===== config.mk =====
export PLATFORM = sky130hd
export DESIGN_NAME = radix4_divider
export DESIGN_NICKNAME = d
export VERILOG_FILES = /design/src/div_arith_pkg.sv /design/src/div_ctl_pkg.sv /design/src/div_control.sv /design/src/radix4_divider.sv /design/src/radix4_stage.sv /design/src/radix4_step.sv
export SDC_FILE = /design/constraint.sdc
export NUM_CORES = 2
export LEC_CHECK = 0
export BUFFER_PORTS_ARGS = -buffer_cell sky130_fd_sc_hd__buf_2
export CAP_MARGIN = 20
export CORE_UTILIZATION = 44
export CTS_BUF_LIST = sky130_fd_sc_hd__clkbuf_4 sky130_fd_sc_hd__clkbuf_8
export DETAILED_ROUTE_END_ITERATION = 6
export GPL_TIMING_DRIVEN = 0
export PLACE_DENSITY = 0.7
export SETUP_SLACK_MARGIN = 0.2
export SLEW_MARGIN = 20
export SYNTH_ARGS = -nofsm -noshare
export SYNTH_HDL_FRONTEND = slang
export SYNTH_SLANG_ARGS = --single-unit

===== constraint.sdc =====
create_clock -name ctl_clk -period 22 [get_ports ctl_clk]
set_input_delay 3.3 -clock ctl_clk [delete_from_list [all_inputs] [get_ports ctl_clk]]
set_output_delay 3.3 -clock ctl_clk [all_outputs]
set_load 0.01 [all_outputs]

===== src/div_arith_pkg.sv =====
// Divider arithmetic package with operand widths, iteration constants and datapath types
package div_arith_pkg;

    // Operand width
    localparam int div_width = 32;

    // Radix-4 stages chained inside one iteration
    localparam int digits_per_step = 4;

    // Each stage retires two quotient bits
    localparam int step_count = div_width / (2 * digits_per_step);

    // Plain operand or result word
    typedef logic [div_width-1:0] word_t;

    // Working word: partial remainder on top, dividend and quotient bits below
    typedef logic [2*div_width-1:0] work_t;

    // One radix-4 quotient digit
    typedef logic [1:0] digit_t;

endpackage


===== src/div_ctl_pkg.sv =====
// Divider sequencer package with state encoding and iteration counter type
package div_ctl_pkg;

    // Counter width, covers step_count of the datapath
    localparam int count_width = 3;

    // Sequencer states
    typedef enum logic [1:0] {
        st_idle = 2'h0,
        st_calc = 2'h1,
        st_done = 2'h2
    } ctl_state_t;

    // Iteration counter
    typedef logic [count_width-1:0] count_t;

endpackage


===== src/div_control.sv =====
// Divider sequencer with iteration counter, ready flag and one-cycle done pulse
module div_control
    import div_arith_pkg::*;
    import div_ctl_pkg::*;
(
    input  logic ctl_clk,
    input  logic reset,
    input  logic trigger,
    output logic ready,
    output logic done,
    output logic load,
    output logic shift,
    output logic finish
);

    ctl_state_t state;
    ctl_state_t state_next;
    count_t     count;
    logic       last_step;

    // Operands are taken in idle or straight out of done, never in the cycle after reset
    assign load   = trigger && ready;
    assign shift  = (state == st_calc);
    assign finish = (state == st_done);

    assign last_step = (count == count_t'(step_count - 1));

    always_comb begin
        state_next = state;
        case (state)
            st_idle: begin
                if (load) begin
                    state_next = st_calc;
                end
            end
            st_calc: begin
                if (last_step) begin
                    state_next = st_done;
                end
            end
            st_done: begin
                state_next = load ? st_calc : st_idle;
            end
            default: begin
                state_next = st_idle;
            end
        endcase
    end

    always_ff @(posedge ctl_clk) begin
        if (!reset) begin
            state <= st_idle;
            count <= '0;
            ready <= 1'b0;
            done  <= 1'b0;
        end else begin
            state <= state_next;
            if (load) begin
                count <= '0;
            end else if (shift) begin
                count <= count + 1'b1;
            end
            // Ready tracks the idle and done states
            ready <= (state_next == st_idle) || (state_next == st_done);
            done  <= finish;
        end
    end

endmodule


===== src/radix4_divider.sv =====
// Multi-cycle radix-4 unsigned divider with trigger, ready and done handshake
module radix4_divider
    import div_arith_pkg::*;
(
    input  logic  ctl_clk,
    input  logic  reset,
    input  word_t a,
    input  word_t b,
    input  logic  trigger,
    output word_t q,
    output word_t r,
    output logic  ready,
    output logic  done
);

    logic load;
    logic shift;
    logic finish;

    // Captured divisor and working word
    word_t divisor_reg;
    work_t work_reg;
    work_t step_result;

    div_control i_div_control (
        .ctl_clk (ctl_clk),
        .reset   (reset),
        .trigger (trigger),
        .ready   (ready),
        .done    (done),
        .load    (load),
        .shift   (shift),
        .finish  (finish)
    );

    radix4_step i_radix4_step (
        .work_in  (work_reg),
        .divisor  (divisor_reg),
        .work_out (step_result)
    );

    // Datapath, one iteration per shift cycle
    always_ff @(posedge ctl_clk) begin
        if (load) begin
            divisor_reg <= b;
            work_reg    <= {word_t'(0), a};
        end else if (shift) begin
            work_reg <= step_result;
        end
    end

    // Results hold until the next finish
    always_ff @(posedge ctl_clk) begin
        if (finish) begin
            q <= work_reg[div_width-1:0];
            r <= work_reg[2*div_width-1:div_width];
        end
    end

endmodule


===== src/radix4_stage.sv =====
// Radix-4 digit stage that picks the largest divisor multiple fitting the shifted remainder
module radix4_stage
    import div_arith_pkg::*;
(
    input  word_t                rem_in,
    input  logic [1:0]           dividend_bits,
    input  word_t                divisor_x1,
    input  logic [div_width+1:0] divisor_x2,
    input  logic [div_width+1:0] divisor_x3,
    output word_t                rem_out,
    output digit_t               digit
);

    // Two extra bits, the shifted remainder can reach four times the divisor
    logic [div_width+1:0] shifted;

    // Trial differences with one borrow bit on top
    logic [div_width+2:0] diff_x1;
    logic [div_width+2:0] diff_x2;
    logic [div_width+2:0] diff_x3;

    logic fits_x1;
    logic fits_x2;
    logic fits_x3;

    assign shifted = {rem_in, dividend_bits};

    assign diff_x1 = {1'b0, shifted} - {3'b000, divisor_x1};
    assign diff_x2 = {1'b0, shifted} - {1'b0, divisor_x2};
    assign diff_x3 = {1'b0, shifted} - {1'b0, divisor_x3};

    // No borrow means the multiple fits
    assign fits_x1 = ~diff_x1[div_width+2];
    assign fits_x2 = ~diff_x2[div_width+2];
    assign fits_x3 = ~diff_x3[div_width+2];

    // Priority selector, largest multiple first
    always_comb begin
        if (fits_x3) begin
            rem_out = diff_x3[div_width-1:0];
            digit   = 2'd3;
        end else if (fits_x2) begin
            rem_out = diff_x2[div_width-1:0];
            digit   = 2'd2;
        end else if (fits_x1) begin
            rem_out = diff_x1[div_width-1:0];
            digit   = 2'd1;
        end else begin
            rem_out = shifted[div_width-1:0];
            digit   = 2'd0;
        end
    end

endmodule


===== src/radix4_step.sv =====
// Radix-4 iteration step that chains the digit stages over eight dividend bits
module radix4_step
    import div_arith_pkg::*;
(
    input  work_t work_in,
    input  word_t divisor,
    output work_t work_out
);

    // Multiples keep their carry so large divisors still compare right
    logic [div_width+1:0] divisor_x2;
    logic [div_width+1:0] divisor_x3;

    // Partial remainder between stages
    word_t rem_chain [digits_per_step+1];

    digit_t digits [digits_per_step];

    assign divisor_x2 = {1'b0, divisor, 1'b0};
    assign divisor_x3 = divisor_x2 + {2'b00, divisor};

    assign rem_chain[0] = work_in[2*div_width-1:div_width];

    for (genvar i = 0; i < digits_per_step; i++) begin : g_stage
        radix4_stage i_radix4_stage (
            .rem_in        (rem_chain[i]),
            .dividend_bits (work_in[div_width-1-2*i -: 2]),
            .divisor_x1    (divisor),
            .divisor_x2    (divisor_x2),
            .divisor_x3    (divisor_x3),
            .rem_out       (rem_chain[i+1]),
            .digit         (digits[i])
        );

        // First stage gives the most significant digit
        assign work_out[2*(digits_per_step-1-i) +: 2] = digits[i];
    end

    assign work_out[2*div_width-1:div_width] = rem_chain[digits_per_step];

    // Unused dividend bits move up past the consumed ones
    assign work_out[div_width-1:2*digits_per_step] =
        work_in[div_width-1-2*digits_per_step:0];

endmodule


==> report_table.html <==
<table>
<tr><th>Metric</th><th>Value</th></tr>
<tr><th colspan="2">Synthesis</th></tr>
<tr><td>Number of nets produced by synthesis</td><td>4063</td></tr>
<tr><td>Cell taking the most area after synthesis</td><td>ha_1</td></tr>
<tr><td>Netlist area before placement</td><td>27800 um2</td></tr>
<tr><td>Number of flops mapped to enable cells by yosys</td><td>128</td></tr>
<tr><td>Fraction of registers with async set/reset</td><td>0%</td></tr>
<tr><td>Netlist cell types</td><td>93</td></tr>
<tr><td>Post-synthesis sequential area ratio</td><td>16.7%</td></tr>
<tr><td>Register bit total from synthesis</td><td>167</td></tr>
<tr><td>Share of Yosys cell area claimed by the top area cell type</td><td>19.0%</td></tr>
<tr><td>Number of warning messages in the yosys log</td><td>0</td></tr>
<tr><td>Top area cells in the synthesized netlist</td><td>ha_1 19%, edfxtp_1 14%, a21oi_1 7.3%, xnor2_1 6.3%, o21ai_0 4.8%</td></tr>
<tr><td>Avg Inst Size Synth</td><td>7.79 um2</td></tr>
<tr><td>Primary flip-flop cell chosen by synthesis mapping</td><td>edfxtp_1</td></tr>
<tr><td>Gate count after technology mapping</td><td>3561</td></tr>
<tr><th colspan="2">Clock network</th></tr>
<tr><td>Worst-case clock buffer depth</td><td>2</td></tr>
<tr><td>TritonCTS clock tree</td><td>built</td></tr>
<tr><td>Clk slew on worst S/H paths</td><td>180 ps</td></tr>
<tr><td>Max H-tree Level</td><td>4</td></tr>
<tr><td>CTS Root Cell</td><td>clkbuf_8</td></tr>
<tr><td>Number of buffers added by the clock tree synthesis step</td><td>17</td></tr>
<tr><td>Clock sink total</td><td>167</td></tr>
<tr><td>Later-pin clock latency in the skew report</td><td>630 ps</td></tr>
<tr><td>Hold-fix buffers, CTS</td><td>0</td></tr>
<tr><th colspan="2">Route</th></tr>
<tr><td>Total number of vias</td><td>28900</td></tr>
<tr><td>Antenna viol nets, final</td><td>0</td></tr>
<tr><td>Drt via density</td><td>6.31</td></tr>
<tr><td>DRC violations left</td><td>1</td></tr>
<tr><td>Total Routed Length</td><td>104000 um</td></tr>
<tr><td>Iter 0 DRT Violations</td><td>2937</td></tr>
<tr><td>Average wire per standard cell</td><td>22.8 um</td></tr>
<tr><td>Detailed Routing Iterations Pass 1</td><td>7</td></tr>
<tr><th colspan="2">Worst setup path</th></tr>
<tr><td>CP Max Fanout</td><td>10</td></tr>
<tr><td>R2R Setup Slk</td><td>1050 ps</td></tr>
<tr><td>Slowest cell on crit path</td><td>o31ai_1</td></tr>
<tr><td>Cell occurring most often along the worst timing path</td><td>a21oi_1</td></tr>
<tr><td>Worst setup path category</td><td>reg -&gt; reg</td></tr>
<tr><td>Largest stage delay on the critical path</td><td>1090 ps</td></tr>
<tr><td>Worst Setup End Kind</td><td>register</td></tr>
<tr><td>Critical Path Source Type</td><td>register</td></tr>
<tr><td>Number of cells traversed by the worst register-to-register path</td><td>82</td></tr>
<tr><td>Endpoint of the worst register-to-register path</td><td>work_reg[53]</td></tr>
<tr><td>Critical path buffer and inverter count</td><td>8</td></tr>
<tr><td>CP top delay family</td><td>compound AO/OA/AOI/OAI gates</td></tr>
<tr><td>Launch point of the worst reg-to-reg path</td><td>divisor_reg[1]</td></tr>
<tr><td>WP data required</td><td>22510 ps</td></tr>
<tr><td>WP data arrival</td><td>21460 ps</td></tr>
<tr><th colspan="2">Timing</th></tr>
<tr><td>Final setup fails</td><td>0</td></tr>
<tr><td>Transition time at the pin with the least slew margin</td><td>1310 ps</td></tr>
<tr><td>Final worst clock skew</td><td>68.0 ps</td></tr>
<tr><td>Max-slew violations</td><td>0</td></tr>
<tr><td>Min cycle time layout</td><td>20950 ps</td></tr>
<tr><td>Fin crit share</td><td>95.2%</td></tr>
<tr><td>Setup repair after global routing missed its margin</td><td>no</td></tr>
<tr><td>Headroom to the max-slew limit</td><td>11.6%</td></tr>
<tr><td>Total negative slack for setup checks</td><td>0 ps</td></tr>
<tr><td>Final hold vios</td><td>0</td></tr>
<tr><td>Achievable clock frequency</td><td>0.0477 GHz</td></tr>
<tr><th colspan="2">Layout</th></tr>
<tr><td>Synthesis-to-finish area growth</td><td>9.40%</td></tr>
<tr><td>Flip-flop count of the largest register, all copies and words added</td><td>64</td></tr>
<tr><td># nets final</td><td>4224</td></tr>
<tr><td>Share of cells above drive strength 1</td><td>8.57%</td></tr>
<tr><th colspan="2">Worst hold path</th></tr>
<tr><td>Type of the worst min-delay path</td><td>reg -&gt; reg</td></tr>
<tr><td>Hold path startpoint</td><td>work_reg[2]</td></tr>
<tr><td>Hold-critical path depth</td><td>0</td></tr>
<tr><td>Worst Hold Endpoint</td><td>q[2]</td></tr>
<tr><th colspan="2">Floorplan</th></tr>
<tr><td>Top Ports</td><td>133</td></tr>
<tr><td>Area of the core region</td><td>62100 um2</td></tr>
<tr><td>Die height</td><td>253 um</td></tr>
<tr><td>Total Die Area</td><td>64100 um2</td></tr>
<tr><td>Num rows</td><td>91</td></tr>
<tr><td>X dimension of the die</td><td>253 um</td></tr>
<tr><td>Starting density of the core</td><td>44.7%</td></tr>
<tr><th colspan="2">Global route</th></tr>
<tr><td>Total gr overflow</td><td>0</td></tr>
<tr><td>Initial antenna violation count</td><td>1</td></tr>
<tr><td>Largest net degree at the start of global routing</td><td>33</td></tr>
<tr><td>Total global-route track usage</td><td>31.8%</td></tr>
<tr><td>First-pass GRT wire length</td><td>153000 um</td></tr>
<tr><td>Via count of the first global-routing pass</td><td>26400</td></tr>
<tr><th colspan="2">Placed design</th></tr>
<tr><td>Final HPWL from detailed placement</td><td>86200 um</td></tr>
<tr><td>Port Buffer Count</td><td>132</td></tr>
<tr><td>Final weighted congestion of routability-driven global placement</td><td>1.01</td></tr>
<tr><th colspan="2">Job</th></tr>
<tr><td>Maximum Capacitance Violations</td><td>0</td></tr>
<tr><th colspan="2">Status</th></tr>
<tr><td>Result of the run</td><td>finished with violations</td></tr>
<tr><td>Violated checks</td><td>design-rule violations</td></tr>
</table>
worst reg2reg max path, delay by kind of cell, from the launching register on:
kind | cells | cell delay (ps)
AND/OR/NAND/NOR | 12 | 1870
buffers and inverters | 8 | 2800
flip-flops | 1 | 520
adder cells (fa/ha/maj) | 5 | 1790
multiplexers | 1 | 420
XOR/XNOR | 1 | 150
AO/OA/AOI/OAI | 55 | 13300
Yosys cell counts, types with 76 or more instances:
master and instances:
nand3_1 76, a21oi_1 406, nor3_1 83, a21o_1 140, nand2_1 314, xnor2_1 200, ha_1 422, o21ai_0 264
nand2b_1 76, nor2_1 265, edfxtp_1 128, inv_1 144, xor2_1 130
cell usage in the layout, fill, tap and decap left out, drive strengths merged, types with 34 or more instances in the layout:
cell	n
ha	422
a21oi	408
nand2	316
o21ai	279
nor2	266
xnor2	200
buf	169
inv	155
a21o	140
xor2	130
edfxtp	128
nor3	85
clkbuf	82
nand2b	76
nand3	76
o21a	76
a211oi	65
nor2b	54
a31oi	53
dfxtp	39
o21bai	37
and3	34
layout make-up:
| type | count | area [um2] |
|---|---|---|
| inverter | 147 | 552 |
| tap | 837 | 1050 |
| buffer | 92 | 425 |
| sequential | 167 | 4620 |
| clock inverter | 15 | 216 |
| timing repair buffer | 142 | 778 |
| clock buffer | 17 | 234 |
| multi-input combinational | 3155 | 22500 |
| fill | 6158 | 31700 |
| antenna | 1 | 2.50 |
worst max path at each step:
stage | startpoint | to | slack [ps] | cells past startpoint
2_1_floorplan | divisor_reg[1] | work_reg[33] | 4660 | 84
3_3_place_gp | divisor_reg[1] | work_reg[33] | -2630 | 81
3_5_place_dp | divisor_reg[1] | work_reg[33] | -2540 | 81
4_1_cts | divisor_reg[1] | work_reg[53] | 200 | 81
5_1_grt | divisor_reg[1] | work_reg[33] | 210 | 79
6_report | divisor_reg[1] | work_reg[53] | 1050 | 82
per-stage QoR:
step / instances / hold WS, ps / util (%) / area (um2) / worst slack, ps
4_1_cts: 4567 / 448 / 48.7 / 30200 / 200
3_5_place_dp: 4533 / 435 / 47.6 / 29500 / -2540
3_3_place_gp: 4530 / 429 / 47.5 / 29500 / -2630
5_1_grt: 4572 / 464 / 48.9 / 30400 / 213
6_report: 4573 / 447 / 48.9 / 30400 / 1050
2_1_floorplan: 3561 / 426 / - / 27800 / 4660
logic make-up after synthesis:
logic type	after synthesis	synth area share, %
AOI/OAI and AO/OA	1331	30.8
xor gates and xnor gates	330	10.4
adders and majority gates	435	20.0
buffers and inverters	239	3.39
DFF	167	16.7
muxes	34	1.30
and+or+nand+nor	1025	17.5
what timing repair did:
action,CTS,global route
setup endpoints to repair,34,34
gates resized for setup,52,59
hold endpoints to repair,0,0
buffers inserted,2,3
pin swaps,0,2
routing by layer:
metal  vias to the layer above  wire length (um)  global-route usage (%)
met4                         2              5050                    15.4
met1                     13600             45100                    43.3
met3                       202              9380                    3.79
met5                         -                13                       0
met2                      1376             44800                    49.6
li1                      13700                 -                       -
Power is left out: the tool's default activity adds up to more than one toggle a clock period on the data nets, which glitch-free logic cannot reach.
